**src/hdl/adc_pkg.sv**
```systemverilog
`default_nettype none

package adc_pkg;

   // raw ADC word straight off the converter pins
   localparam int adc_width = 12;

   typedef logic [adc_width-1:0] adc_sample_t;

   // single-shot trigger bookkeeping
   typedef enum logic {
      TRIG_READY = 1'b0,  // may fire
      TRIG_SPENT = 1'b1   // fired since last arming
   } trig_state_e;

endpackage

`default_nettype wire

```
**src/hdl/monitor_pkg.sv**
```systemverilog
`default_nettype none

package monitor_pkg;

   localparam int freq_width = 32;
   localparam int gain_width = 8;

   // what the two front panel LEDs show
   typedef enum logic [1:0] {
      LED_STATUS = 2'b00,  // armed / capture active
      LED_TIMERS = 2'b01,  // heartbeat bits
      LED_WINDOW = 2'b10,  // window strobe stretch / flash
      LED_EXTCLK = 2'b11   // target clock change
   } led_mode_e;

   // target clock edges per measurement window
   typedef logic [freq_width-1:0] freq_count_t;

   // amplifier gain as a PWM duty out of 256
   typedef logic [gain_width-1:0] gain_t;

endpackage

`default_nettype wire

```
**src/hdl/adc_sample_source.sv**
```systemverilog
`timescale 1ns/1ps
`default_nettype none

module adc_sample_source (
   input  wire                  clk_usb,
   input  wire                  reset,
   input  wire                  data_source_select_i,  // 1 = ADC, 0 = test counter
   input  wire adc_pkg::adc_sample_t adc_data_i,
   output adc_pkg::adc_sample_t sample_o
);
   import adc_pkg::*;

   adc_sample_t test_count;
   adc_sample_t sample_pre;

   // free-running ramp, wraps at 4096
   always_ff @(posedge clk_usb) begin
      if (reset) begin
         test_count <= '0;
      end
      else begin
         test_count <= test_count + adc_sample_t'(1);
      end
   end

   // first stage picks the source, second stage matches the
   // delay the capture buffer expects
   always_ff @(posedge clk_usb) begin
      sample_pre <= data_source_select_i ? adc_data_i : test_count;
      sample_o   <= sample_pre;
   end

endmodule

`default_nettype wire

```
**src/hdl/adc_level_trigger.sv**
```systemverilog
`timescale 1ns/1ps
`default_nettype none

module adc_level_trigger (
   input  wire                  clk_usb,
   input  wire                  reset,
   input  wire adc_pkg::adc_sample_t sample_i,
   input  wire adc_pkg::adc_sample_t trigger_level_i,  // msb set = fire above, clear = below
   input  wire                  adc_trigger_active_i,
   input  wire                  armed_and_ready_i,
   output logic                 trigger_adc_o
);
   import adc_pkg::*;

   trig_state_e state_q;
   logic        arm_q;      // arming, one cycle late
   logic        level_hit;
   logic        fire;

   always_comb begin
      if (trigger_level_i[adc_width-1]) begin
         level_hit = sample_i > trigger_level_i;
      end
      else begin
         level_hit = sample_i < trigger_level_i;
      end
      fire = (state_q == TRIG_READY) && adc_trigger_active_i && arm_q && level_hit;
   end

   always_ff @(posedge clk_usb) begin
      if (reset) begin
         state_q       <= TRIG_READY;
         arm_q         <= 1'b0;
         trigger_adc_o <= 1'b0;
      end
      else begin
         arm_q         <= armed_and_ready_i;
         trigger_adc_o <= fire;
         if (fire) begin
            state_q <= TRIG_SPENT;
         end
         else if (armed_and_ready_i && !arm_q) begin
            state_q <= TRIG_READY;  // rearm on rising edge only
         end
      end
   end

   // one pulse, never a pair
   a_single_pulse: assert property (
      @(posedge clk_usb) disable iff (reset)
      trigger_adc_o |=> !trigger_adc_o
   );

   // once spent, nothing fires until the next arming edge
   a_no_fire_spent: assert property (
      @(posedge clk_usb) disable iff (reset)
      (state_q == TRIG_SPENT) |=> !trigger_adc_o
   );

endmodule

`default_nettype wire

```
**src/hdl/extclk_monitor.sv**
```systemverilog
`timescale 1ns/1ps
`default_nettype none

module extclk_monitor (
   input  wire                  clk_usb,
   input  wire                  reset,
   input  wire                  ext_clk_i,   // slow target clock, async to clk_usb
   input  wire                  window_i,    // one-cycle measurement strobe
   input  wire monitor_pkg::freq_count_t extclk_limit_i,
   input  wire                  extclk_monitor_disable_i,
   output monitor_pkg::freq_count_t frequency_o,
   output logic                 change_o
);
   import monitor_pkg::*;

   logic        ext_meta;
   logic        ext_sync;
   logic        ext_prev;
   logic        ext_edge;
   freq_count_t edge_count;
   freq_count_t count_delta;

   always_ff @(posedge clk_usb) begin
      if (reset) begin
         ext_meta <= 1'b0;
         ext_sync <= 1'b0;
         ext_prev <= 1'b0;
      end
      else begin
         ext_meta <= ext_clk_i;
         ext_sync <= ext_meta;
         ext_prev <= ext_sync;
      end
   end

   assign ext_edge = ext_sync && !ext_prev;

   // distance between this window and the last one, either direction
   assign count_delta = (edge_count > frequency_o) ? edge_count - frequency_o
                                                   : frequency_o - edge_count;

   always_ff @(posedge clk_usb) begin
      if (reset) begin
         edge_count  <= '0;
         frequency_o <= '0;
      end
      else if (window_i) begin
         frequency_o <= edge_count;
         edge_count  <= freq_count_t'(ext_edge);  // edge in strobe cycle opens new window
      end
      else if (ext_edge) begin
         edge_count <= edge_count + freq_count_t'(1);
      end
   end

   // sticky until disabled
   always_ff @(posedge clk_usb) begin
      if (reset || extclk_monitor_disable_i) begin
         change_o <= 1'b0;
      end
      else if (window_i && (frequency_o != '0) && (count_delta > extclk_limit_i)) begin
         change_o <= 1'b1;
      end
   end

   a_disable_clears: assert property (
      @(posedge clk_usb) disable iff (reset)
      extclk_monitor_disable_i |=> !change_o
   );

endmodule

`default_nettype wire

```
**src/hdl/status_indicators.sv**
```systemverilog
`timescale 1ns/1ps
`default_nettype none

module status_indicators #(
   parameter int p_timer_width = 26
) (
   input  wire                  clk_usb,
   input  wire                  reset,
   input  wire monitor_pkg::led_mode_e led_select_i,
   input  wire                  armed_i,
   input  wire                  capture_active_i,
   input  wire                  extclk_change_i,
   input  wire monitor_pkg::gain_t gain_i,
   output logic                 window_o,         // one pulse per measurement window
   output logic                 flash_pattern_o,
   output logic                 led_armed_o,
   output logic                 led_capture_o,
   output logic                 amp_gain_o
);
   import monitor_pkg::*;

   logic [p_timer_width-1:0] timer_heartbeat;
   logic                     window_bit_q;
   logic                     window_led_q;  // toggles each window so it is visible
   logic [8:0]               pwm_acc;

   always_ff @(posedge clk_usb) begin
      if (reset) begin
         timer_heartbeat <= '0;
         window_bit_q    <= 1'b0;
         window_o        <= 1'b0;
         window_led_q    <= 1'b0;
      end
      else begin
         timer_heartbeat <= timer_heartbeat + 1'b1;
         window_bit_q    <= timer_heartbeat[p_timer_width-4];
         window_o        <= timer_heartbeat[p_timer_width-4] && !window_bit_q;
         if (window_o) begin
            window_led_q <= !window_led_q;
         end
      end
   end

   // blinks only in the upper half of the timer span
   always_ff @(posedge clk_usb) begin
      if (reset) begin
         flash_pattern_o <= 1'b0;
      end
      else if (timer_heartbeat[p_timer_width-1]) begin
         flash_pattern_o <= !timer_heartbeat[p_timer_width-3];
      end
   end

   always_comb begin
      led_armed_o   = armed_i;
      led_capture_o = capture_active_i;
      if (extclk_change_i) begin
         // target clock moved, override everything
         led_armed_o   = flash_pattern_o;
         led_capture_o = flash_pattern_o;
      end
      else begin
         case (led_select_i)
            LED_TIMERS: begin
               led_armed_o   = timer_heartbeat[p_timer_width-2];
               led_capture_o = timer_heartbeat[p_timer_width-1];
            end
            LED_WINDOW: begin
               led_armed_o   = window_led_q;
               led_capture_o = flash_pattern_o;
            end
            LED_EXTCLK: begin
               led_armed_o   = timer_heartbeat[p_timer_width-2];  // still alive
               led_capture_o = extclk_change_i;
            end
            default: begin
               led_armed_o   = armed_i;
               led_capture_o = capture_active_i;
            end
         endcase
      end
   end

   // carry out of an 8-bit accumulator gives gain/256 duty
   always_ff @(posedge clk_usb) begin
      if (reset) begin
         pwm_acc <= '0;
      end
      else begin
         pwm_acc <= {1'b0, pwm_acc[7:0]} + {1'b0, gain_i};
      end
   end

   assign amp_gain_o = pwm_acc[8];

endmodule

`default_nettype wire

```
**src/hdl/openadc_front.sv**
```systemverilog
`timescale 1ns/1ps
`default_nettype none

module openadc_front #(
   parameter int p_timer_width = 26
) (
   input  wire                  clk_usb,
   input  wire                  reset,
   input  wire adc_pkg::adc_sample_t adc_data_i,
   input  wire                  data_source_select_i,
   input  wire adc_pkg::adc_sample_t trigger_level_i,
   input  wire                  adc_trigger_active_i,
   input  wire                  armed_and_ready_i,
   input  wire                  armed_i,
   input  wire                  capture_active_i,
   input  wire                  ext_clk_i,
   input  wire                  extclk_monitor_disable_i,
   input  wire monitor_pkg::freq_count_t extclk_limit_i,
   input  wire monitor_pkg::led_mode_e led_select_i,
   input  wire monitor_pkg::gain_t gain_i,
   output adc_pkg::adc_sample_t adc_data_o,
   output logic                 trigger_adc_o,
   output logic                 freq_measure_o,
   output logic                 flash_pattern_o,
   output logic                 led_armed_o,
   output logic                 led_capture_o,
   output logic                 amp_gain_o,
   output logic                 extclk_change_o,
   output monitor_pkg::freq_count_t extclk_frequency_o
);
   import adc_pkg::*;

   adc_sample_t sample;        // resampled, two cycles behind adc_data_i
   logic        window_pulse;
   logic        extclk_change;

   adc_sample_source u_sample_source (
      .clk_usb              (clk_usb),
      .reset                (reset),
      .data_source_select_i (data_source_select_i),
      .adc_data_i           (adc_data_i),
      .sample_o             (sample)
   );

   adc_level_trigger u_level_trigger (
      .clk_usb              (clk_usb),
      .reset                (reset),
      .sample_i             (sample),
      .trigger_level_i      (trigger_level_i),
      .adc_trigger_active_i (adc_trigger_active_i),
      .armed_and_ready_i    (armed_and_ready_i),
      .trigger_adc_o        (trigger_adc_o)
   );

   extclk_monitor u_extclk_monitor (
      .clk_usb                  (clk_usb),
      .reset                    (reset),
      .ext_clk_i                (ext_clk_i),
      .window_i                 (window_pulse),
      .extclk_limit_i           (extclk_limit_i),
      .extclk_monitor_disable_i (extclk_monitor_disable_i),
      .frequency_o              (extclk_frequency_o),
      .change_o                 (extclk_change)
   );

   status_indicators #(
      .p_timer_width (p_timer_width)
   ) u_status (
      .clk_usb          (clk_usb),
      .reset            (reset),
      .led_select_i     (led_select_i),
      .armed_i          (armed_i),
      .capture_active_i (capture_active_i),
      .extclk_change_i  (extclk_change),
      .gain_i           (gain_i),
      .window_o         (window_pulse),
      .flash_pattern_o  (flash_pattern_o),
      .led_armed_o      (led_armed_o),
      .led_capture_o    (led_capture_o),
      .amp_gain_o       (amp_gain_o)
   );

   assign adc_data_o      = sample;
   assign freq_measure_o  = window_pulse;
   assign extclk_change_o = extclk_change;

endmodule

`default_nettype wire

```
**config.mk**
```make
export PLATFORM = sky130hd
export DESIGN_NAME = openadc_front
export DESIGN_NICKNAME = d
export VERILOG_FILES = /design/src/hdl/adc_pkg.sv /design/src/hdl/monitor_pkg.sv /design/src/hdl/adc_sample_source.sv /design/src/hdl/adc_level_trigger.sv /design/src/hdl/extclk_monitor.sv /design/src/hdl/status_indicators.sv /design/src/hdl/openadc_front.sv
export SDC_FILE = /design/constraint.sdc
export NUM_CORES = 1
export LEC_CHECK = 0
export BUFFER_PORTS_ARGS = -buffer_cell sky130_fd_sc_hd__buf_4
export CORE_ASPECT_RATIO = 0.8
export CORE_MARGIN = 1.5
export CORE_UTILIZATION = 55
export CTS_BUF_LIST = sky130_fd_sc_hd__clkbuf_2 sky130_fd_sc_hd__clkbuf_4 sky130_fd_sc_hd__clkbuf_8
export DETAILED_ROUTE_END_ITERATION = 7
export PLACE_DENSITY = 0.86
export RECOVER_POWER = 50
export SLEW_MARGIN = 10
export SYNTH_ARGS = -nofsm -noshare
export SYNTH_HDL_FRONTEND = slang
export SYNTH_SLANG_ARGS = --single-unit
```
**constraint.sdc**
```tcl
create_clock -name clk_usb -period 7.1 [get_ports clk_usb]
set_input_delay 0 -clock clk_usb [delete_from_list [all_inputs] [get_ports clk_usb]]
set_output_delay 0 -clock clk_usb [all_outputs]
set_load 0.01 [all_outputs]
```
==> impl_metrics.yaml <==
yosys:
  yosys.area.top_type_share_pct: 28.6
  syn_inst: 1250
  synth_ff_type: "dfxtp_1"
  synth_xor_xnor_area_share_pct: 8.23
  synth_commonest_cells: "147 x nor2_1, 146 x dfxtp_1, 133 x inv_1"
  synth_area_um2: 10200
  synth.most_common_cell: "nor2_1"
  yosysUniqueCellTypes: 67
  synth_mux_area_share_pct: 5.96
  synth_enable_flop_cells: 0
  synth_compound_area_share_pct: 16.2
  synth_area_leaders: "dfxtp_1 29%, ha_1 14%, nor2_1 5.4%, xnor2_1 5.0%, inv_1 4.9%"
  syn_area_per_cell_um2: 8.17
  synth-seq-cells: 146
  async_flop_share_pct: 0
  syn_nets: 1446
  yosys.area_share.simple_pct: 18.4
  synth_area_leader_cell: "dfxtp_1"
  yosysSeqAreaShare_pct: 28.6
  yosys_warnings: 0
  synth_top_family_by_area: "simple AND/OR/NAND/NOR gates"
  synth_fa_ha_area_share_pct: 15.0
setup_path:
  cp-end-kind: "flip-flop"
  worstRegToRegCells: 18
  r2r_start: "u_extclk_monitor.frequency_o[18]"
  required_ns: 7.28
  cp-start-kind: "flip-flop"
  path_class: "flip-flop to flip-flop"
  reg2reg_setup_slack_ns: 2.12
  worst_ep_arrival_time_ns: 5.16
  r2r-end: "u_extclk_monitor.change_o"
  critPathMaxFanout: 43
floorplanning:
  die_area_um2: 19400
  io_pins: 126
  initial_core_util_pct: 56.2
  core-area_um2: 18200
  rows: 44
  die_h_um: 125
  fp.dieW_um: 155
clocking:
  ctsRootBufferMaster: "clkbuf_8"
  path_clk_slew_ns: 0.11
  cts_htree_levels: 4
  insertion_delay_ns: 0.47
  ctsResizeCount: 0
  cts.sinks: 146
  cts_made_buffers: 17
  cts_tree: "done"
  clockBufferDepth: 2
power_and_ir_drop:
  p_seq_share_pct: 47.2
  p_int_uw: 1270
  leakage_uw: 0.00533
  switchingPower_uw: 561
  powerDensity_nw_per_um2: 155
  swShare_pct: 30.6
  power_frac_clock_pct: 36.4
  combPwrFrac_pct: 16.4
  p_total_uw: 1830
  ir_drop_mv: 0.168
min_path:
  min_path_type: "primary input to flip-flop"
  worstHoldPathCells: 5
  min-delay-start: "gain_i[5]"
  min_to: "u_status.pwm_acc[5]"
timing:
  finalWorstSetupSlack_ns: 2.12
  finalSetupViolCount: 0
  hold_viol: 0
  timing.slew.headroom_pct: -179
  drv_slew: 91
  worstMarginPinSlew_ns: 4.18
  grt_setup_unrepaired: "false"
  period_share_pct: 70.1
  fin_crit_ns: 4.98
  fin_worst_skew_ns: 0.0258
  fmax_mhz: 201
  setup_tns_ns: 0
final_layout:
  area_growth_pct: 15.5
  fin_nets: 1576
  drive_above_1_share_pct: 10.4
  fin_cells: 1624
global_routing:
  grt_first_pass_wirelength_um: 44800
  grt_pass1_vias: 9011
  grt_max_degree: 91
  gr-total-overflow: 0
  antenna_found_initial: 0
  grtUsageTotal_pct: 28.7
run_status:
  violations: "capacitance limit, slew limit"
  outcome: "finished with violations"
placement:
  portBuffers: 125
  place_inst: 1556
  dp_hpwl_um: 19600
  globalplace.congestion: 0.981
  post-place-ws_ns: 2.32
routing:
  via_per_inst: 5.78
  first_pass_iters: 5
  avgRoutedWirePerCell_um: 17.0
  drtIter0Drc: 831
  ant_nets: 0
  drt_wl_total_um: 27600
  vias: 9391
  drc_errors: 0
flow_run:
  cap_viol_max_count: 1
registers in the layout, summed over array words and instances (netlist names):
| name | count |
|---|---|
| u_sample_source.test_count | 12 |
| u_status.pwm_acc | 9 |
| u_status.flash_pattern_o | 1 |
| u_extclk_monitor.ext_sync | 1 |
| u_sample_source.sample_pre | 12 |
| u_extclk_monitor.change_o | 1 |
| u_level_trigger.state_q | 1 |
| u_extclk_monitor.edge_count | 32 |
| u_extclk_monitor.ext_meta | 1 |
| u_status.window_bit_q | 1 |
| u_sample_source.sample_o | 12 |
| u_status.window_led_q | 1 |
| u_level_trigger.trigger_adc_o | 1 |
| u_extclk_monitor.frequency_o | 32 |
| u_status.window_o | 1 |
| u_extclk_monitor.ext_prev | 1 |
| u_level_trigger.arm_q | 1 |
| u_status.timer_heartbeat | 26 |
repair_timing:
| action | in CTS | in global routing |
|---|---|---|
| buffers inserted | 0 | 0 |
| hold endpoints to repair | 24 | 0 |
| hold buffers | 35 | 0 |
metrics by stage:
step	hold slack, ns	utilization, %	area (um2)
2_1_floorplan	0.0787	-	10200
3_3_place_gp	0.171	61.7	11200
3_5_place_dp	0.173	61.7	11200
4_1_cts	0.00713	65.9	12000
5_1_grt	0.0434	64.9	11800
6_report	0.0312	64.9	11800
metal layers:
layer  share of wire (%)  wire length (um)  GRT usage [%]
met1                  44             12200           38.7
met2                  45             12500           45.9
met3                 7.5              2070           4.70
met4                 2.9               789           10.9
met5                   0                 0              0
power by group through the flow:
| stage | Combinational (uW) | Clock (uW) | Sequential, uW |
|---|---|---|---|
| after floorplan | 189 | 0 | 880 |
| after CTS | 293 | 672 | 862 |
| after global placement | 262 | 0 | 880 |
| after global routing | 333 | 714 | 867 |
| after detailed placement | 272 | 0 | 880 |
| final | 300 | 666 | 865 |
worst max path at each step:
stage | from | to | slack, ns | depth (start not counted)
after floorplan | u_extclk_monitor.frequency_o[1] | u_extclk_monitor.change_o | 3.23 | 20
after global placement | u_extclk_monitor.frequency_o[25] | u_extclk_monitor.change_o | 2.46 | 17
after detailed placement | u_extclk_monitor.frequency_o[25] | u_extclk_monitor.change_o | 2.32 | 17
after CTS | u_extclk_monitor.frequency_o[25] | u_extclk_monitor.change_o | 2.30 | 17
after global routing | u_extclk_monitor.frequency_o[18] | u_extclk_monitor.change_o | 1.67 | 18
final | u_extclk_monitor.frequency_o[18] | u_extclk_monitor.change_o | 2.12 | 18
cell usage in the layout, fill, tap and decap left out, types with 38 or more instances in the layout:
cell type / count
dfxtp_1: 145
xnor2_1: 58
nand3_1: 40
nand2_1: 55
inv_1: 133
buf_4: 78
mux2i_1: 45
xor2_1: 38
a21oi_1: 93
clkbuf_1: 50
nor2_1: 147
a21o_1: 41
ha_1: 118
kinds of logic (layout without fill, tap and decap cells):
family | count (synthesis) | after routing
AO/OA/AOI/OAI | 253 | 253
multiplexers | 59 | 59
XOR/XNOR | 96 | 96
AND/OR/NAND/NOR | 389 | 389
other | 0 | 1
adder cells (fa/ha/maj) | 121 | 121
buffers and inverters | 186 | 329
flip-flops | 146 | 146
worst max-delay path, cell delays in order, from the launching register on:
cell	delay [ns]
dfxtp_1	0.46
inv_1	0.08
ha_1	0.50
nand2_1	0.14
o21ai_2	0.22
a211oi_1	0.10
o31ai_1	0.50
o21ai_4	0.24
buf_4	0.34
a211o_1	0.34
a311oi_1	0.31
a211oi_2	0.09
xor2_1	0.15
ha_1	0.31
nand4_1	0.16
nor4_1	0.47
a31oi_1	0.13
nor2_1	0.11
nor4_1	0.05
final cells by class:
| type | count | area (um2) |
|---|---|---|
| multi-input cells | 918 | 6530 |
| fillers | 1496 | 6380 |
| flip-flops and latches | 146 | 2920 |
| repair buffers | 163 | 1120 |
| inverters | 134 | 503 |
| well taps | 230 | 288 |
| clock buffers | 17 | 234 |
| clock inverters | 15 | 190 |
| diodes | 1 | 2.50 |
No activity file was read; power rests on OpenSTA's default activity.
